## src/tcdm_pkg.sv

```systemverilog
//////////////////////////////////////////////////////////////////////////////
// Memory-side constants of the word-interleaved TCDM model.
// Holds the address word layout shared by the crossbar, the banks and the
// order decode. The flat view is the byte address and the field view splits
// it into row, bank and byte offset.
//////////////////////////////////////////////////////////////////////////////

package tcdm_pkg;

  localparam int unsigned ADDR_W    = 32;
  localparam int unsigned DATA_W    = 32;
  localparam int unsigned BE_W      = 4;
  localparam int unsigned BANK_ROWS = 64;
  localparam int unsigned ROW_W     = 6;
  localparam int unsigned BANK_W    = 2;

  // byte offset is the two low bits of a 32-bit word address
  typedef struct packed {
    logic [ADDR_W-ROW_W-BANK_W-3:0] unused;  // above the modelled memory
    logic [ROW_W-1:0]               row;     // bits 9..4
    logic [BANK_W-1:0]              bank;    // bits 3..2
    logic [1:0]                     offset;  // bits 1..0
  } tcdm_addr_fld_t;

  typedef union packed {
    logic [ADDR_W-1:0] flat;
    tcdm_addr_fld_t    fld;
  } tcdm_addr_t;

endpackage

```

## src/reorder_pkg.sv

```systemverilog
//////////////////////////////////////////////////////////////////////////////
// Constants of the reordering front end.
// Channel count equals bank count, the order is the bank hit by channel 0,
// and read data comes back a fixed number of cycles after the grant.
//////////////////////////////////////////////////////////////////////////////

package reorder_pkg;

  localparam int unsigned NB_CHAN  = 4;
  localparam int unsigned ORDER_W  = 2;  // log2 of NB_CHAN

  // cycles from a granted read to r_valid
  localparam int unsigned RESP_LAT = 1;

endpackage

```

## src/reorder_xbar.sv

```systemverilog
//////////////////////////////////////////////////////////////////////////////
// Channel to bank crossbar.
// Channel i is routed to bank (order + i) mod NB_CHAN. The group is granted
// as a whole only when no bank it needs is stalled, so a stall never lets
// part of a group through. Read accepts feed the response path.
//////////////////////////////////////////////////////////////////////////////

`timescale 1ns/1ns

module reorder_xbar (
  input  logic                                                req_i,
  input  logic                                                wen_i,
  input  tcdm_pkg::tcdm_addr_t [reorder_pkg::NB_CHAN-1:0]     add_i,
  input  logic [reorder_pkg::NB_CHAN-1:0][tcdm_pkg::BE_W-1:0]   be_i,
  input  logic [reorder_pkg::NB_CHAN-1:0][tcdm_pkg::DATA_W-1:0] data_i,
  input  logic [reorder_pkg::ORDER_W-1:0]                     order_i,
  input  logic [reorder_pkg::NB_CHAN-1:0]                     bank_stall_i,
  output logic                                                gnt_o,
  output logic                                                rd_accept_o,
  output logic [reorder_pkg::NB_CHAN-1:0]                     bank_req_o,
  output logic                                                bank_wen_o,
  output tcdm_pkg::tcdm_addr_t [reorder_pkg::NB_CHAN-1:0]     bank_add_o,
  output logic [reorder_pkg::NB_CHAN-1:0][tcdm_pkg::BE_W-1:0]   bank_be_o,
  output logic [reorder_pkg::NB_CHAN-1:0][tcdm_pkg::DATA_W-1:0] bank_wdata_o
);

  import reorder_pkg::*;

  logic [NB_CHAN-1:0][NB_CHAN-1:0] sel;   // [chan][bank], one-hot per chan
  logic                            grant;

  always_comb begin
    for (int i = 0; i < NB_CHAN; i++) begin
      for (int b = 0; b < NB_CHAN; b++) begin
        sel[i][b] = (ORDER_W'(order_i + i) == ORDER_W'(b));
      end
    end
  end

  // whole group or nothing, the group spans every bank
  assign grant       = req_i & ~|bank_stall_i;
  assign gnt_o       = grant;
  assign rd_accept_o = grant & wen_i;   // wen high means read
  assign bank_wen_o  = wen_i;           // one level for all banks

  // OR each channel onto the bank it selects
  always_comb begin
    for (int b = 0; b < NB_CHAN; b++) begin
      bank_req_o[b]      = grant;
      bank_add_o[b].flat = '0;
      bank_be_o[b]       = '0;
      bank_wdata_o[b]    = '0;
      for (int i = 0; i < NB_CHAN; i++) begin
        bank_add_o[b].flat |= sel[i][b] ? add_i[i].flat : '0;
        bank_be_o[b]       |= sel[i][b] ? be_i[i] : '0;
        bank_wdata_o[b]    |= sel[i][b] ? data_i[i] : '0;
      end
    end
  end

endmodule

```

## config.mk

```make
export PLATFORM = sky130hd
export DESIGN_NAME = reorder_xbar
export DESIGN_NICKNAME = d
export VERILOG_FILES = /design/src/tcdm_pkg.sv /design/src/reorder_pkg.sv /design/src/reorder_xbar.sv
export SDC_FILE = /design/constraint.sdc
export NUM_CORES = 1
export LEC_CHECK = 0
export BUFFER_PORTS_ARGS = -buffer_cell sky130_fd_sc_hd__buf_2
export CAP_MARGIN = 20
export CELL_PAD_IN_SITES_DETAIL_PLACEMENT = 0
export CELL_PAD_IN_SITES_GLOBAL_PLACEMENT = 2
export CORE_AREA = 2 2 218 220
export DETAILED_ROUTE_END_ITERATION = 10
export DIE_AREA = 0 0 220 222
export PLACE_DENSITY = 0.67
export SETUP_SLACK_MARGIN = 0.5
export SLEW_MARGIN = 20
export SYNTH_ARGS = -nofsm -noshare
export SYNTH_HDL_FRONTEND = slang
export SYNTH_SLANG_ARGS = --single-unit
```

## constraint.sdc

```tcl
create_clock -name vclk -period 3
set_clock_uncertainty 0.15 [all_clocks]
set_input_delay 0.15 -clock vclk [all_inputs]
set_output_delay 0.15 -clock vclk [all_outputs]
set_load 0.02 [all_outputs]
```

Word level (Yosys, flattened, before mapping). Cells that the tools add are included.

Add/sub/neg operators: 3. Equality and inequality tests: 12. Muxes and demuxes: 48. Bitwise logic cells: 38. Reductions and logical operators: 6.

Operators by type and width (count): 32-bit two-way mux (32); 32-bit bitwise OR (24); 4-bit two-way mux (16); 4-bit bitwise OR (12); 2-bit equality test, second input constant (8); 2-bit by 1-bit equality test with 1-bit output, second input constant (4); 2-bit logical NOT (4); 2-bit adder, second input constant (2); 4-bit OR reduction (1); 2-bit by 1-bit adder with 2-bit output, second input constant (1); 1-bit bitwise AND (2); 1-bit logical NOT (1).

Flip-flop bits (word level): 0. Input bits: 280. Output and inout port bits: 279. Logic and storage cells: 107.

Logic depth before layout (Yosys ltp). Gate-level depths: netlist of the first run.

Word-level depth: 6. Depth in mapped cells: 4.

Worst setup path before layout of the first run. OpenSTA, ideal clock, no wires.

Kind: input to output. Start point: input order_i[1] (netlist name). End point: output bank_wdata_o[32] (netlist name). Arrival: 1052 ps. Required time: 2700 ps. Slack: 1648 ps. Stages: 3. Path buffers: 2. Cells stage by stage: buf_6 buf_6 mux4_2.

RTL lines: start: declaration (line reorder_xbar.sv:16) `input logic [reorder_pkg::ORDER_W-1:0] order_i,`; end: declaration (line reorder_xbar.sv:24) `output logic [reorder_pkg::NB_CHAN-1:0][tcdm_pkg::DATA_W-1:0] bank_wdata_o`.

==> summary.md, run 1 <==
| Metric | Value |
|---|---|
| Mean Syn Cell Area | `20.3 um2` |
| Peak VDD IR | `0.000126 V` |
| Fmax | `479 MHz` |
| Die span in x | `220 um` |
| FP Rows | `79` |
| Final setup violation count | `0` |
| Critical-path maximum fanout | `60` |
| Initial DRC count | `378` |
| Via-to-Cell Ratio | `4.77` |
| Antenna Cells | `0` |
| PwrDens | `215 nW/um2` |
| CP Cell Sequence | `buf_8 -> buf_12 -> mux4_2 -> buf_2` |
| Clock buf count | `0` |
| Status | `complete, no violations` |
| Post-Syn Nets | `620` |
| Final Wtd Congestion | `0.832` |
| RSZ-0062 raised after global routing | `false` |
| Setup Buffers After CTS | `0` |
| Wire per inst | `19.2 um` |
| Drt pass-1 iters | `4` |
| Nets | `1148` |
| Setup crit end kind | `output port` |
| Port Buf Inserts | `559` |
| Largest net degree at the start of global routing | `62` |
| Critical Path Max Stage Delay | `0.56 ns` |
| Yosys warning total | `0` |
| Share of layout cells above drive strength 1 | `99.0%` |
| CP Class | `in -> out` |
| Initial Utilization | `14.9%` |
| Initial antenna violation count | `1` |
| Hold buffers post-CTS | `0` |
| Nature of the critical path startpoint | `input port` |
| Area growth syn-to-layout | `45.9%` |
| Final core occ | `21.7%` |
| Synthesized cell area | `6900 um2` |
| # DRC | `0` |
| Seq_cells | `0` |
| Total GRT Usage | `10.4%` |
| Sequential share of the synthesized area | `0%` |
| Area of the core | `46300 um2` |
| Maxcap violations | `0` |
| Slew @ Worst Pin | `0.627 ns` |
| Setup TNS Final | `0 ns` |
| CTS resizes | `0` |
| Synth unique cells | `8` |
| Headroom to the max-slew limit | `58.2%` |
| GRT overflow | `0` |
| Worst Hold Class | `in -> out` |
| # IOs | `559` |
| Filler cells | `5005` |
| Crit path time final | `2.09 ns` |
| Wirelength, routed | `28400 um` |
| Via count | `7026` |
| Post-DP HPWL | `24100 um` |
| Final ANT Viol Nets | `0` |
| Post-synthesis cell count | `340` |
| Worst path slowest cell | `mux4_2` |
| Register area | `0 um2` |
| Leakage | `4.16 nW` |
| Final hold violations | `0` |
| Critical path required time | `2.70 ns` |
| Pins Over Slew Limit | `0` |
| Vias in the first global route | `6957` |
| Period utilization | `69.7%` |
| Global-route wire length before repair | `40800 um` |
| Worst Path Arrival | `1.79 ns` |
| DIE AREA | `48800 um2` |
| Die Span Y | `222 um` |
cells in the final DEF (no fill, tap or decap):
cell type / instances
buf_8: 2
nor4_1: 1
mux4_1: 6
and2_1: 1
buf_2: 557
buf_12: 6
mux4_2: 266
buf_4: 26
and3_1: 1
final cells by class:
cell class	count	area, um2	area share [%]
multi-input cells	275	6170	61.3
well taps	607	759	7.55
repair buffers	591	3130	31.1
Yosys cell counts:
cell      n  area (um2)
mux4_2  266        5990
nor4_1    1        6.26
buf_8     4        60.1
mux4_1    6         158
buf_4     5        37.5
and3_1    1        6.26
and2_1    1        6.26
buf_6    56         631
through the flow:
| stage | total power, W | area [um2] | cells | hold slack, ns | worst slack (ns) |
|---|---|---|---|---|---|
| floorplan | 0.00141 | 6900 | 340 | 0.263 | 1.65 |
| global placement | 0.00218 | 10100 | 1473 | 0.386 | 0.927 |
| detailed placement | 0.00218 | 10100 | 1473 | 0.384 | 0.900 |
| CTS | 0.00219 | 10100 | 1473 | 0.384 | 0.896 |
| global route | 0.00230 | 10100 | 1473 | 0.394 | 0.809 |
| finish | 0.00217 | 10100 | 1473 | 0.383 | 0.910 |
power breakdown:
part           leakage [nW]  switching [W]  internal, W
registers                 0              0            0
clock network             0              0            0
logic                  4.16        0.00117     0.000992
total                  4.16        0.00117     0.000992
per-layer routing:
layer / share of wire [%] / vias to the layer above / global-route usage (%)
li1: - / 2844 / -
met1: 34 / 3679 / 11.7
met2: 54 / 475 / 20.4
met3: 10 / 26 / 2.06
met4: 1.4 / 2 / 1.36
met5: 0.060 / - / 0
worst max-delay path, delay by kind of cell:
family,cells,cell delay [ns]
buffers and inverters,3,0.95
multiplexers,1,0.56
worst paths after layout:
path / startpoint / slack (ns) / endpoint / cells after the start
setup / recovery: order_i[1] / 0.91 / bank_wdata_o[24] / 4
hold / removal: wen_i / 0.38 / bank_wen_o / 2
logic make-up after synthesis:
kind of cell           share of synthesized area [%]
muxes                                           89.2
buffers and inverters                           10.6
and+or+nand+nor                                0.272
Power figures use the tool's default switching activity.
==> run 2, diff against run 1 <==
--- a/config.mk
+++ b/config.mk
@@ -9,10 +9,10 @@
 export CAP_MARGIN = 20
 export CELL_PAD_IN_SITES_DETAIL_PLACEMENT = 0
 export CELL_PAD_IN_SITES_GLOBAL_PLACEMENT = 2
-export CORE_AREA = 2 2 218 220
+export CORE_AREA = 2 2 220 222
 export DETAILED_ROUTE_END_ITERATION = 10
-export DIE_AREA = 0 0 220 222
-export PLACE_DENSITY = 0.67
+export DIE_AREA = 0 0 222 224
+export PLACE_DENSITY = 0.66
 export SETUP_SLACK_MARGIN = 0.5
 export SLEW_MARGIN = 20
 export SYNTH_ARGS = -nofsm -noshare
==> constraint.sdc (replaced) <==
create_clock -name vclk -period 2
set_clock_uncertainty 0.15 [all_clocks]
set_input_delay 0.1 -clock vclk [all_inputs]
set_output_delay 0.1 -clock vclk [all_outputs]
set_load 0.02 [all_outputs]
==> run 2 against run 1 <==
  * Clock-buffer cell count unchanged
  * Routed wire length increased by 23%
  * Total power grew 79%
  * Final area is 20% higher
  * Die area up 1.8%
  * Sequential share of layout area unchanged
  * Critical endpoint is now bank_add_o[118]
  * Combinational power increased by 79%
==> summary.md, run 2 (synthesis gave the netlist of run 1 again) <==
| Metric | Value |
|---|---|
| Leakage | `5.08 nW` |
| Vias in the first global route | `7366` |
| Crit. Startpoint | `order_i[0]` |
| Drt pass-1 iters | `5` |
| Setup TNS Final | `0 ns` |
| Area of the core | `47300 um2` |
| Wire per inst | `22.3 um` |
| Fmax | `654 MHz` |
| Seq_cells | `0` |
| Clock Power Share | `0%` |
| Headroom to the max-slew limit | `82.2%` |
| Fin Hold WS | `0.283 ns` |
| Hold buffers post-CTS | `0` |
| Largest net degree at the start of global routing | `31` |
| Maxcap violations | `0` |
| Nature of the critical path startpoint | `input port` |
| Switching share of power | `49.4%` |
| Worst path slowest cell | `mux4_2` |
| Crit path time final | `1.53 ns` |
| Critical path required time | `1.75 ns` |
| Critical hold path startpoint | `wen_i` |
| Die Span Y | `224 um` |
| CP Class | `in -> out` |
| Register area | `0 um2` |
| Initial DRC count | `435` |
| Initial Utilization | `14.6%` |
| GRT overflow | `0` |
| Placed cell area | `10300 um2` |
| Slew @ Worst Pin | `0.265 ns` |
| Initial antenna violation count | `8` |
| Int Pwr | `0.00196 W` |
| Area growth syn-to-layout | `75.0%` |
| # IOs | `559` |
| Pins Over Slew Limit | `0` |
| Critical-path maximum fanout | `7` |
| # DRC | `0` |
| Final ANT Viol Nets | `0` |
| Worst slack, placed | `0.334 ns` |
| CP top delay family | `buffers and inverters` |
| Worst Path Arrival | `1.28 ns` |
| Via count | `7453` |
| Worst Hold Class | `in -> out` |
| Final hold violations | `0` |
| Net Sw Power | `0.00192 W` |
| Final setup margin | `0.470 ns` |
| Bufs and invs on worst path | `5` |
| Port Buf Inserts | `559` |
| PwrDens | `322 nW/um2` |
| Share of layout cells above drive strength 1 | `99.3%` |
| Comb pwr share | `100.0%` |
| Most frequent cells in the layout | `buf_2 (474), mux4_2 (268), buf_6 (85)` |
| Global-route wire length before repair | `46900 um` |
| Status | `complete, no violations` |
| Nets | `1227` |
| DIE AREA | `49700 um2` |
| Final setup violation count | `0` |
| FP Rows | `80` |
| Final core occ | `25.5%` |
| Period utilization | `76.5%` |
| Post-DP HPWL | `26800 um` |
| Die span in x | `222 um` |
| Setup crit end kind | `output port` |
| RSZ-0062 raised after global routing | `true` |
| Clock buf count | `0` |
| Final Wtd Congestion | `0.859` |
| Commonest non-fill, non-tap cell in the layout | `buf_2` |
| CP Cell Sequence | `buf_16 -> buf_16 -> buf_12 -> buf_16 -> mux4_2 -> buf_6` |
| Wirelength, routed | `34800 um` |
| Total GRT Usage | `12.0%` |
| Cell mode on critical path | `buf_16` |
| Via-to-Cell Ratio | `4.77` |
| Seq pwr share | `0%` |
| Peak VDD IR | `0.000145 V` |
| Critical Path Max Stage Delay | `0.50 ns` |
| Final instance area | `12100 um2` |
==> run 2: layer usage <==
layer	GRT usage, %	vias to the layer above	share of wire [%]
li1	-	3022	-
met1	13.2	3883	35
met2	23.0	486	54
met3	3.25	54	8.5
met4	2.88	8	2.6
met5	0	-	0.12
==> run 2: path summary, 6_finish.rpt <==
path                               to  slack (ns)  cells after the start
worst min-delay path       bank_wen_o        0.28                      2
worst max-delay path  bank_add_o[118]        0.47                      6
==> run 2: power groups by stage <==
stage               sequential (W)  combinational (W)        clock, W
CTS                              0            0.00353               0
floorplan                        0            0.00212               0
detailed placement               0            0.00334               0
global route                     0            0.00409  0.000000000134
finish                           0            0.00389  0.000000000134
global placement                 0            0.00333               0
==> run 2: stage by stage <==
stage	std cells	power [W]
detailed placement	1493	0.00334
global route	1562	0.00409
floorplan	340	0.00212
CTS	1512	0.00353
finish	1562	0.00389
global placement	1493	0.00333
==> run 2: final cells by class <==
cell class,count,area [um2]
fill,4968,35300
multi-input combinational,275,6160
timing repair buffer,670,5140
tap,615,769
antenna,2,5.00
==> run 2: timing repair <==
item / CTS / global route
endpoints found under the setup margin: 227 / 219
setup buffers: 11 / 30
gates resized for setup: 49 / 185
cloned: 8 / 18
pin swaps: 0 / 0
