**src/tcdm_pkg.sv**
```systemverilog
//////////////////////////////////////////////////////////////////////////////
// Memory-side constants of the word-interleaved TCDM model.
// Holds the address word layout shared by the crossbar, the banks and the
// order decode. The flat view is the byte address and the field view splits
// it into row, bank and byte offset.
//////////////////////////////////////////////////////////////////////////////

package tcdm_pkg;

  localparam int unsigned ADDR_W    = 32;
  localparam int unsigned DATA_W    = 32;
  localparam int unsigned BE_W      = 4;
  localparam int unsigned BANK_ROWS = 64;
  localparam int unsigned ROW_W     = 6;
  localparam int unsigned BANK_W    = 2;

  // byte offset is the two low bits of a 32-bit word address
  typedef struct packed {
    logic [ADDR_W-ROW_W-BANK_W-3:0] unused;  // above the modelled memory
    logic [ROW_W-1:0]               row;     // bits 9..4
    logic [BANK_W-1:0]              bank;    // bits 3..2
    logic [1:0]                     offset;  // bits 1..0
  } tcdm_addr_fld_t;

  typedef union packed {
    logic [ADDR_W-1:0] flat;
    tcdm_addr_fld_t    fld;
  } tcdm_addr_t;

endpackage

```
**src/reorder_pkg.sv**
```systemverilog
//////////////////////////////////////////////////////////////////////////////
// Constants of the reordering front end.
// Channel count equals bank count, the order is the bank hit by channel 0,
// and read data comes back a fixed number of cycles after the grant.
//////////////////////////////////////////////////////////////////////////////

package reorder_pkg;

  localparam int unsigned NB_CHAN  = 4;
  localparam int unsigned ORDER_W  = 2;  // log2 of NB_CHAN

  // cycles from a granted read to r_valid
  localparam int unsigned RESP_LAT = 1;

endpackage

```
**src/reorder_resp.sv**
```systemverilog
//////////////////////////////////////////////////////////////////////////////
// Read response path.
// Registers the read accept and its order, then rotates the bank read data
// back onto the channels. r_valid is a single pulse one cycle after the
// grant; clear drops a pending response.
//////////////////////////////////////////////////////////////////////////////

`timescale 1ns/1ns

module reorder_resp (
  input  logic                                                clk_i,
  input  logic                                                rst_ni,
  input  logic                                                clear_i,
  input  logic                                                rd_accept_i,
  input  logic [reorder_pkg::ORDER_W-1:0]                     order_i,
  input  logic [reorder_pkg::NB_CHAN-1:0][tcdm_pkg::DATA_W-1:0] bank_rdata_i,
  output logic [reorder_pkg::NB_CHAN-1:0][tcdm_pkg::DATA_W-1:0] r_data_o,
  output logic                                                r_valid_o
);

  import reorder_pkg::*;

  logic               valid_q;
  logic [ORDER_W-1:0] order_q;

  always_ff @(posedge clk_i or negedge rst_ni) begin
    if (!rst_ni) begin
      valid_q <= 1'b0;
      order_q <= '0;
    end else if (clear_i) begin
      valid_q <= 1'b0;
      order_q <= '0;
    end else begin
      valid_q <= rd_accept_i;
      if (rd_accept_i) order_q <= order_i;  // order of the read in flight
    end
  end

  assign r_valid_o = valid_q & ~clear_i;  // clear kills the pending pulse

  // reverse rotation
  always_comb begin
    for (int i = 0; i < NB_CHAN; i++) begin
      r_data_o[i] = bank_rdata_i[ORDER_W'(order_q + i)];
    end
  end

  a_rvalid_follows: assert property (@(posedge clk_i) disable iff (!rst_ni)
    (rd_accept_i && !clear_i) |-> ##RESP_LAT (r_valid_o || clear_i))
    else $error("reorder_resp: missing r_valid after read accept");

  a_rvalid_cause: assert property (@(posedge clk_i) disable iff (!rst_ni)
    r_valid_o |-> $past(rd_accept_i, RESP_LAT))
    else $error("reorder_resp: r_valid without a read accept");

endmodule

```
**config.mk**
```make
export PLATFORM = sky130hd
export DESIGN_NAME = reorder_resp
export DESIGN_NICKNAME = d
export VERILOG_FILES = /design/src/tcdm_pkg.sv /design/src/reorder_pkg.sv /design/src/reorder_resp.sv
export SDC_FILE = /design/constraint.sdc
export NUM_CORES = 1
export LEC_CHECK = 0
export BUFFER_PORTS_ARGS = -buffer_cell sky130_fd_sc_hd__buf_2
export CAP_MARGIN = 20
export CORE_AREA = 2 2 103 105
export CTS_CLUSTER_DIAMETER = 60
export CTS_CLUSTER_SIZE = 30
export DETAILED_ROUTE_END_ITERATION = 10
export DIE_AREA = 0 0 105 107
export PLACE_DENSITY = 0.68
export SETUP_SLACK_MARGIN = 0.3
export SKIP_LAST_GASP = 1
export SYNTH_ARGS = -nofsm -noshare
export SYNTH_HDL_FRONTEND = slang
export SYNTH_SLANG_ARGS = --single-unit
export TNS_END_PERCENT = 100
```
**constraint.sdc**
```tcl
create_clock -name clk_i -period 4.1 [get_ports clk_i]
set_input_delay 0.82 -clock clk_i [delete_from_list [all_inputs] [get_ports clk_i]]
set_output_delay 0.82 -clock clk_i [all_outputs]
set_load 0.1 [all_outputs]
```
**Yosys cells after proc, flatten, opt, wreduce, memory -nomap -nowiden**

Index checks and enable logic that the tools add are counted.

- Add/subtract/negate cells: 3
- $lt $le $gt $ge: 4
- Mux-type cells: 11
- Bitwise operators: 2
- Reduce and logical (&&, ||, !) cells: 1

Operators by type and width:

| operator | count |
|---|---|
| 32-bit binary-select mux with 2-bit select | 4 |
| 32-bit two-way mux | 4 |
| 2-bit by 3-bit < comparator with 1-bit output (second input constant) | 4 |
| 2-bit adder (second input constant) | 2 |
| 2-bit two-way mux | 2 |
| 2-bit by 1-bit adder with 2-bit output (second input constant) | 1 |
| 2-bit nonzero test | 1 |
| 1-bit bitwise AND | 1 |
| 1-bit two-way mux | 1 |
| 1-bit NOT | 1 |

- Register bits after elaboration: 3
- Bits of input ports: 134
- Word-level logic and storage cells: 23

**Depth between registers and ports, before layout**

Gate-level depths: netlist of the first run.

- Depth in word-level cells: 3
- Mapped depth: 5

**Worst setup path before layout of the first run**

OpenSTA, ideal clock, no wires.

- Path type: input to output
- Start: input clear_i
- End: output r_valid_o
- Data arrival time: 2.155 ns
- Data required time: 3.280 ns
- Slack: 1.125 ns
- Stages: 1
- Cell sequence: nor2b_1

- Word-level cells in the longest chain between the ends: 2

RTL lines:

| what | line | RTL |
|---|---|---|
| start, declared | reorder_resp.sv:13 | `input logic clear_i,` |
| 1-bit NOT | reorder_resp.sv:39 | `assign r_valid_o = valid_q & ~clear_i;` |
| 1-bit bitwise AND | reorder_resp.sv:39 |  |
| end, declared | reorder_resp.sv:18 | `output logic r_valid_o` |

Every way passes these cells.

==> key figures, run 1 <==
Outcome
  • Status: completed

Clocking
  • PostCTS Resize Cnt: 0
  • Postcts setup bufs: 0
  • CTS Hold Bufs: 0
  • Clock sink total: 3
  • Root buffer cell: clkbuf_8
  • Clock Pin Slew Worst Setup and Hold Paths: 0.03 ns
  • CTS max path bufs: 2
  • Clk_lat worst skew: 0.22 ns
  • CTS tree: built
  • CTS Buf Count: 3
  • H-tree depth: 1

Floorplanning
  • I/O pin count: 263
  • Chip height: 107 microns
  • Die Footprint: 11200 sq um
  • Core ar.: 10100 sq um
  • Initial Utilization: 0.321
  • DIE WIDTH: 105 microns
  • Num rows: 37

Global route
  • Number of global-route vias before repair: 3050
  • First-pass GRT wire length: 14.8 mm
  • Initial antenna violation count: 0
  • Gr usage total: 0.158
  • Overflow left after global routing: 0
  • Largest net degree at the start of global routing: 68

Logic synthesis
  • Synth Net Count: 299
  • YS warnings: 0
  • Avg Inst Size Synth: 19.7 sq um
  • Synth Cell Area: 3240 sq um
  • Synth Register Bits: 3
  • Cell variety after synth: 8
  • Seq/Total Area, Yosys: 0.0231
  • Instance count of the mapped netlist: 165

Pwr
  • Pwr Density: 370 nW/um^2
  • Leakage power: 1.85 nW
  • Maximum vdd drop: 0.199 mV

Routing
  • DR pass1 iterations: 4
  • Met2 wire length: 5.23 mm
  • Post-route antenna net violation count: 0
  • Met3 WL: 904 microns
  • Drt wl/cell: 17.4 microns
  • Final WL: 9.47 mm
  • DR vias/cell: 5.74
  • M1 wire length: 3.21 mm
  • Detailed-route via count: 3129
  • Drc violations: 0
  • Top routing layer used: met4
  • Initial DRC count: 197

Timing
  • Worst clock skew: 0 ns
  • Fin. Hold Viols: 0
  • Final Max Tran Viols: 0
  • Final Cycle Share: 0.772
  • Setup TNS: 0 ns
  • Hold_ws: 0.388 ns
  • Fmax: 316 MHz
  • Final setup violation count: 0
  • Worst rel slew slack: 0.523
  • Final WS setup: 0.937 ns
  • Pin slew with the least headroom to its limit: 0.715 ns
  • Post-route minimum period: 3.16 ns
  • RSZ-0062 raised after global routing: false

Finish
  • ANT cells: 0
  • Share of post-route cells with drive strength above 1: 0.980
  • Area growth syn-to-layout: 42.7%
  • Nets: 544
  • Commonest cells after routing, fill and taps aside: buf_2 (262), mux4_2 (128), buf_12 (4)
  • Most common cell after layout, fill and taps aside: buf_2
  • Final Cell Area: 4630 sq um

Placed design
  • Place WS: 1.14 ns
  • Final Wtd Congestion: 0.766
  • HPWL Detailed: 7.90 mm
  • Placed Area: 4580 sq um
  • Port Buf Inserts: 262

Worst setup path
  • Crit. End Element: output pin
  • Crit-path leading delay family: flip-flops
  • Buf/Inv on CP: 2
  • Critical Path Start Type: register
  • Critical Path, Cell by Cell: buf_12 > mux4_2 > buf_2
  • Critical path arrival: 2.34 ns
  • Crit-path max cell delay: 0.89 ns
  • Critical path type: reg2out
  • Slowest CP cell: dfrtp_4
  • Worst Path Max Fanout: 46
  • Worst path required time: 3.28 ns

Worst hold path
  • Hold Crit Class: in2async

Run
  • Max cap viols: 0
## metrics by stage
step	cells	util	total power, mW
floorplan	165	-	1.39
global placement	541	0.454	1.62
detailed placement	541	0.454	1.63
CTS	545	0.458	1.72
global route	545	0.458	1.76
finish	545	0.458	1.71
## path summary, 6_finish.rpt
kind                             from            end  slack [ns]  depth (start not counted)
max                        order_q[0]  r_data_o[118]        0.94                          3
min in group clk_i            clear_i     order_q[0]        0.80                          2
min reg2reg                order_q[1]     order_q[1]        1.01                          3
max in group asynchronous      rst_ni     order_q[1]        3.59                          1
max reg2reg                order_q[0]     order_q[0]        2.86                          2
min                            rst_ni        valid_q        0.39                          1
## synthesized netlist by cell type
library cell,count,area [sq um]
mux2i_1,2,20.0
dfrtp_1,3,75.1
buf_2,4,20.0
mux4_2,128,2880
buf_6,12,135
buf_4,12,90.1
nor2_1,2,7.51
nor2b_1,2,12.5
## area by class of cell
| cell class | count | area, sq um |
|---|---|---|
| clock buffer | 4 | 45.0 |
| fill | 963 | 5470 |
| multi-input combinational | 134 | 2920 |
| sequential | 3 | 82.6 |
| tap | 136 | 170 |
| timing repair buffer | 268 | 1410 |
## cell families (layout without fill, tap and decap cells)
logic type,after synthesis,after routing,synth area share
and+or+nand+nor,4,4,0.00617
buffers and inverters,28,272,0.0756
muxes,130,130,0.895
DFF,3,3,0.0231
## flip-flops by register name, indices dropped and copies added (netlist names)
name	flops
order_q	2
valid_q	1
## power breakdown
part,switching [mW],internal (mW)
registers,0.0124,0.0320
logic,1.23,0.346
clock network,0.0217,0.0665
## per-layer routing
metal | up-vias | GRT usage
li1 | 1344 | -
met1 | 1601 | 0.186
met2 | 171 | 0.296
met3 | 13 | 0.0316
met4 | 0 | 0.0352
met5 | - | 0
No activity file was read; power rests on OpenSTA's default activity.
==> run 2: changes to the inputs <==
--- a/config.mk
+++ b/config.mk
@@ -12,7 +12,7 @@
 export CTS_CLUSTER_SIZE = 30
 export DETAILED_ROUTE_END_ITERATION = 10
 export DIE_AREA = 0 0 105 107
-export PLACE_DENSITY = 0.68
+export PLACE_DENSITY = 0.71
 export SETUP_SLACK_MARGIN = 0.3
 export SKIP_LAST_GASP = 1
 export SYNTH_ARGS = -nofsm -noshare
==> constraint.sdc (replaced) <==
create_clock -name clk_i -period 2.8 [get_ports clk_i]
set_input_delay 0.56 -clock clk_i [delete_from_list [all_inputs] [get_ports clk_i]]
set_output_delay 0.56 -clock clk_i [all_outputs]
set_load 0.1 [all_outputs]
==> run 2 against run 1 <==
Routed wire length is 2.6% higher. Clock-buffer cell count stayed put. Sequential power is 21% higher. Critical path depth stayed put. Sequential cell count stayed put. Global-route usage is 0.49 points higher. Die area stayed put. Final area is 4.1% higher. Combinational power is 50% higher. Utilization is 1.9 points higher. First-iteration DRC count is 9.1% lower. Hold slack worse by 0.25 ns. Largest power group unchanged.
==> key figures, run 2 (synthesized netlist as in run 1, its figures left out) <==
Finish
  • Nets: 562
  • Share of post-route cells with drive strength above 1: 0.981
  • Most common cell after layout, fill and taps aside: buf_2
  • ANT cells: 0
  • Largest register FFs: 2
  • Area growth syn-to-layout: 48.6%
  • Finished Layout Cells: 563
  • Layout fillers: 917
  • Final Cell Area: 4820 sq um
  • Commonest cells after routing, fill and taps aside: buf_2 (259), mux4_2 (128), buf_4 (16)
  • Largest regs: order_q x2, valid_q x1
  • Most flops, register: order_q
  • Layout Utilization: 0.477

Routing
  • Drc violations: 0
  • DR pass1 iterations: 4
  • Post-route antenna net violation count: 0
  • Detailed-route via count: 3247
  • DR vias/cell: 5.77
  • Drt wl/cell: 17.3 microns
  • Initial DRC count: 179
  • Final WL: 9.72 mm

Floorplanning
  • DIE WIDTH: 105 microns
  • I/O pin count: 263
  • Initial Utilization: 0.321
  • Core ar.: 10100 sq um
  • Num rows: 37
  • Die Footprint: 11200 sq um
  • Chip height: 107 microns

Pwr
  • Leakage power: 1.96 nW
  • Int Pwr: 0.683 mW
  • Total Power: 2.54 mW
  • Pwr Density: 528 nW/um^2
  • Clock power frac: 0.048
  • Net Sw Frac: 0.731
  • Combinational fraction of design power: 0.930
  • Psw: 1.86 mW
  • Sequential share of power: 0.021
  • Maximum vdd drop: 0.477 mV

Worst setup path
  • Critical path type: reg2out
  • Crit. End Element: output pin
  • Worst path required time: 2.24 ns
  • Critical path arrival: 1.89 ns
  • Critical Path Start Type: register
  • R2R Setup Slk: 1.68 ns
  • Worst Path Max Fanout: 32

Placed design
  • Dpl cells: 550
  • Port Buf Inserts: 262
  • HPWL Detailed: 8.02 mm
  • Placed Area: 4680 sq um
  • Final Wtd Congestion: 0.772

Clocking
  • CTS Buf Count: 3
  • Clk_lat worst skew: 0.21 ns
  • CTS max path bufs: 2
  • Clock Pin Slew Worst Setup and Hold Paths: 0.03 ns
  • Clock sink total: 3
  • Root buffer cell: clkbuf_8
  • CTS tree: built
  • CTS Hold Bufs: 0
  • H-tree depth: 1

Global route
  • Initial antenna violation count: 0
  • Overflow left after global routing: 0
  • Largest net degree at the start of global routing: 35
  • Gr usage total: 0.163
  • Number of global-route vias before repair: 3113
  • First-pass GRT wire length: 15.3 mm

Timing
  • Fin. Hold Viols: 0
  • Final Cycle Share: 0.873
  • Worst rel slew slack: 0.664
  • Fmax: 409 MHz
  • Final Max Tran Viols: 0
  • Final setup violation count: 0
  • Setup TNS: 0 ns
  • Worst clock skew: 0 ns
  • Pin slew with the least headroom to its limit: 0.507 ns
  • Post-route minimum period: 2.45 ns
  • RSZ-0062 raised after global routing: true

Run
  • Max cap viols: 0

Worst hold path
  • Hold Crit Class: in2async

Outcome
  • Status: completed
[run 2: cell type report]
type	count	area (sq um)	share of cell area
clock buffers	4	45.0	0.00935
multi-input cells	134	2920	0.607
flip-flops and latches	3	82.6	0.0171
well taps	136	170	0.0353
repair buffers	286	1600	0.332
[run 2: power by group through the flow]
stage               Clock, mW  Sequential [mW]  Combinational, mW
detailed placement          0           0.0661               2.34
global placement            0           0.0652               2.32
global route            0.129           0.0541               2.44
finish                  0.123           0.0536               2.37
floorplan                   0           0.0478               1.99
CTS                     0.125           0.0545               2.37
[run 2: layer usage]
metal	GRT usage	vias up	share of wire
met5	0	-	0
met4	0.0190	0	0.0063
met3	0.0207	6	0.081
met2	0.313	180	0.58
met1	0.201	1678	0.34
li1	-	1383	-
[run 2: path summary, 6_finish.rpt]
path,start,endpoint,cells past startpoint
setup / recovery,order_q[1],r_data_o[46],3
setup reg to reg,order_q[1],order_q[1],3
hold / removal,rst_ni,order_q[1],1
min in group clk_i,clear_i,order_q[1],2
max in group asynchronous,rst_ni,order_q[0],1
hold reg to reg,order_q[0],order_q[0],4
[run 2: per-stage QoR]
step / setup slack [ns] / hold slack (ns)
2_1_floorplan: 0.345 / 0.264
3_3_place_gp: 0.433 / 0.356
3_5_place_dp: 0.411 / 0.360
4_1_cts: 0.304 / 0.137
5_1_grt: 0.294 / 0.138
6_report: 0.355 / 0.137
[run 2: what timing repair did]
action                     in CTS  in global routing
setup endpoints to repair     111                 45
setup buffers                   5                  4
resized for setup               0                  2
[run 2: worst max-delay path, cell delays in order, from the launching register on]
cell and delay, ns:
dfrtp_4 0.56, buf_12 0.26, mux4_2 0.53, buf_2 0.31
==> run 3: changes to the inputs <==
--- a/config.mk
+++ b/config.mk
@@ -13,6 +13,7 @@
 export DETAILED_ROUTE_END_ITERATION = 10
 export DIE_AREA = 0 0 105 107
 export PLACE_DENSITY = 0.71
+export REMOVE_ABC_BUFFERS = 1
 export SETUP_SLACK_MARGIN = 0.3
 export SKIP_LAST_GASP = 1
 export SYNTH_ARGS = -nofsm -noshare
==> run 3 against run 2 <==
First-iteration DRC count up 27%. Die area unchanged. Hold slack worse by 0.0027 ns. Via count down 0.92%. Worst setup slack worse by 0.039 ns. Power down 0.45%. Sequential cell count unchanged. Clock power about the same.
==> key figures, run 3 (synthesized netlist as in run 1, its figures left out) <==
Timing
  • Hold_ws: 0.135 ns
  • Fin. Hold Viols: 0
  • Final setup violation count: 0
  • Pin slew with the least headroom to its limit: 0.506 ns
  • Post-route minimum period: 2.48 ns
  • Fmax: 403 MHz
  • Final Cycle Share: 0.887
  • Worst clock skew: 0 ns
  • Final Max Tran Viols: 0
  • Worst rel slew slack: 0.665
  • RSZ-0062 raised after global routing: true

Worst setup path
  • Critical path arrival: 1.92 ns
  • Worst Path Max Fanout: 14
  • Reg2reg path depth: 3
  • Critical path type: reg2out
  • Crit. End Element: output pin
  • Reg2reg start: order_q[0]
  • R2R Path End: order_q[0]
  • Critical Path Start Type: register
  • Worst path required time: 2.24 ns
  • R2R Setup Slk: 1.78 ns

Pwr
  • Leakage power: 1.94 nW
  • Pwr Density: 529 nW/um^2
  • Int Pwr: 0.674 mW
  • Combinational fraction of design power: 0.928
  • Net Sw Frac: 0.734
  • Psw: 1.86 mW
  • Sequential share of power: 0.023
  • Clock power frac: 0.050
  • Maximum vdd drop: 0.567 mV
  • Total Power: 2.53 mW

Routing
  • Drt wl/cell: 17.1 microns
  • Detailed-route via count: 3217
  • Initial DRC count: 228
  • DR vias/cell: 5.77
  • DR pass1 iterations: 4
  • Post-route antenna net violation count: 0
  • Drc violations: 0
  • Final WL: 9.52 mm

Finish
  • Area growth syn-to-layout: 47.7%
  • Register area: 82.6 sq um
  • Nets: 557
  • Layout Utilization: 0.475
  • Layout fillers: 926
  • Area of the multi-input gates: 2920 sq um
  • Most flops, register: order_q
  • ANT cells: 0
  • Share of post-route cells with drive strength above 1: 0.981
  • Final Cell Area: 4790 sq um
  • Commonest cells after routing, fill and taps aside: buf_2 (262), mux4_2 (128), buf_4 (13)
  • Largest register FFs: 2
  • Most common cell after layout, fill and taps aside: buf_2
  • Largest regs: order_q x2, valid_q x1

Global route
  • Gr usage total: 0.146
  • Largest net degree at the start of global routing: 48
  • Number of global-route vias before repair: 2980
  • Initial antenna violation count: 0
  • First-pass GRT wire length: 13.9 mm
  • Overflow left after global routing: 0

Run
  • Max cap viols: 0

Floorplanning
  • Initial Utilization: 0.321
  • Core ar.: 10100 sq um
  • DIE WIDTH: 105 microns
  • I/O pin count: 263
  • Die Footprint: 11200 sq um
  • Chip height: 107 microns
  • Num rows: 37

Clocking
  • Clk_lat worst skew: 0.21 ns
  • Clock Pin Slew Worst Setup and Hold Paths: 0.03 ns
  • CTS max path bufs: 2
  • Clock sink total: 3
  • H-tree depth: 1
  • Root buffer cell: clkbuf_8
  • CTS tree: built
  • CTS Buf Count: 3

Placed design
  • HPWL Detailed: 7.72 mm
  • Placed Area: 4620 sq um
  • Final Wtd Congestion: 0.749
  • Port Buf Inserts: 262

Worst hold path
  • Hold Crit Class: in2async

Outcome
  • Status: completed
==> run 3: final cells by class <==
| type | instances | share of cell area |
|---|---|---|
| clock buffer | 4 | 0.00940 |
| multi-input combinational | 134 | 0.610 |
| sequential | 3 | 0.0172 |
| tap | 136 | 0.0355 |
| timing repair buffer | 281 | 0.328 |
==> run 3: power groups by stage <==
stage                     clock network [mW]  logic, mW  registers, mW
after floorplan                            0       1.92          0.119
after global placement                     0       2.31         0.0591
after detailed placement                   0       2.33         0.0596
after CTS                              0.126       2.34         0.0575
after global routing                   0.130       2.42         0.0586
final                                  0.125       2.35         0.0574
==> run 3: routing by layer <==
metal | vias up | global-route usage | share of wire
met5 | - | 0 | 0
li1 | 1369 | - | -
met4 | 0 | 0.0143 | 0.0016
met1 | 1655 | 0.170 | 0.34
met3 | 2 | 0.0255 | 0.088
met2 | 191 | 0.286 | 0.57
==> run 3: worst max-delay path: stages (launching register included) <==
cell	delay (ns)
dfrtp_4	0.58
buf_4	0.28
mux4_2	0.52
buf_2	0.31
==> run 3: how the worst max path moves through the flow <==
| stage | from | to | slack [ns] | cells after the start |
|---|---|---|---|---|
| after global placement | order_q[0] | r_data_o[65] | 0.48 | 3 |
| final | order_q[1] | r_data_o[3] | 0.32 | 3 |
| after floorplan | order_q[0] | r_data_o[0] | -2.76 | 1 |
| after global routing | order_q[1] | r_data_o[3] | 0.25 | 3 |
| after detailed placement | order_q[0] | r_data_o[65] | 0.46 | 3 |
| after CTS | order_q[1] | r_data_o[41] | 0.27 | 3 |
==> run 3: timing repair <==
item | 4_1_cts | 5_1_grt
setup buffers | 2 | 4
endpoints found under the setup margin | 88 | 74
gates cloned | 0 | 2
endpoints found under the hold margin | 0 | 0
resized for setup | 2 | 2
hold buffers | 0 | 0
==> run 3: metrics by stage <==
| stage | setup WS, ns | setup TNS (ns) | instances |
|---|---|---|---|
| 5_1_grt | 0.249 | 0 | 558 |
| 3_3_place_gp | 0.483 | 0 | 546 |
| 2_1_floorplan | -2.76 | -354.44 | 137 |
| 4_1_cts | 0.267 | 0 | 552 |
| 6_report | 0.316 | 0 | 558 |
| 3_5_place_dp | 0.464 | 0 | 546 |
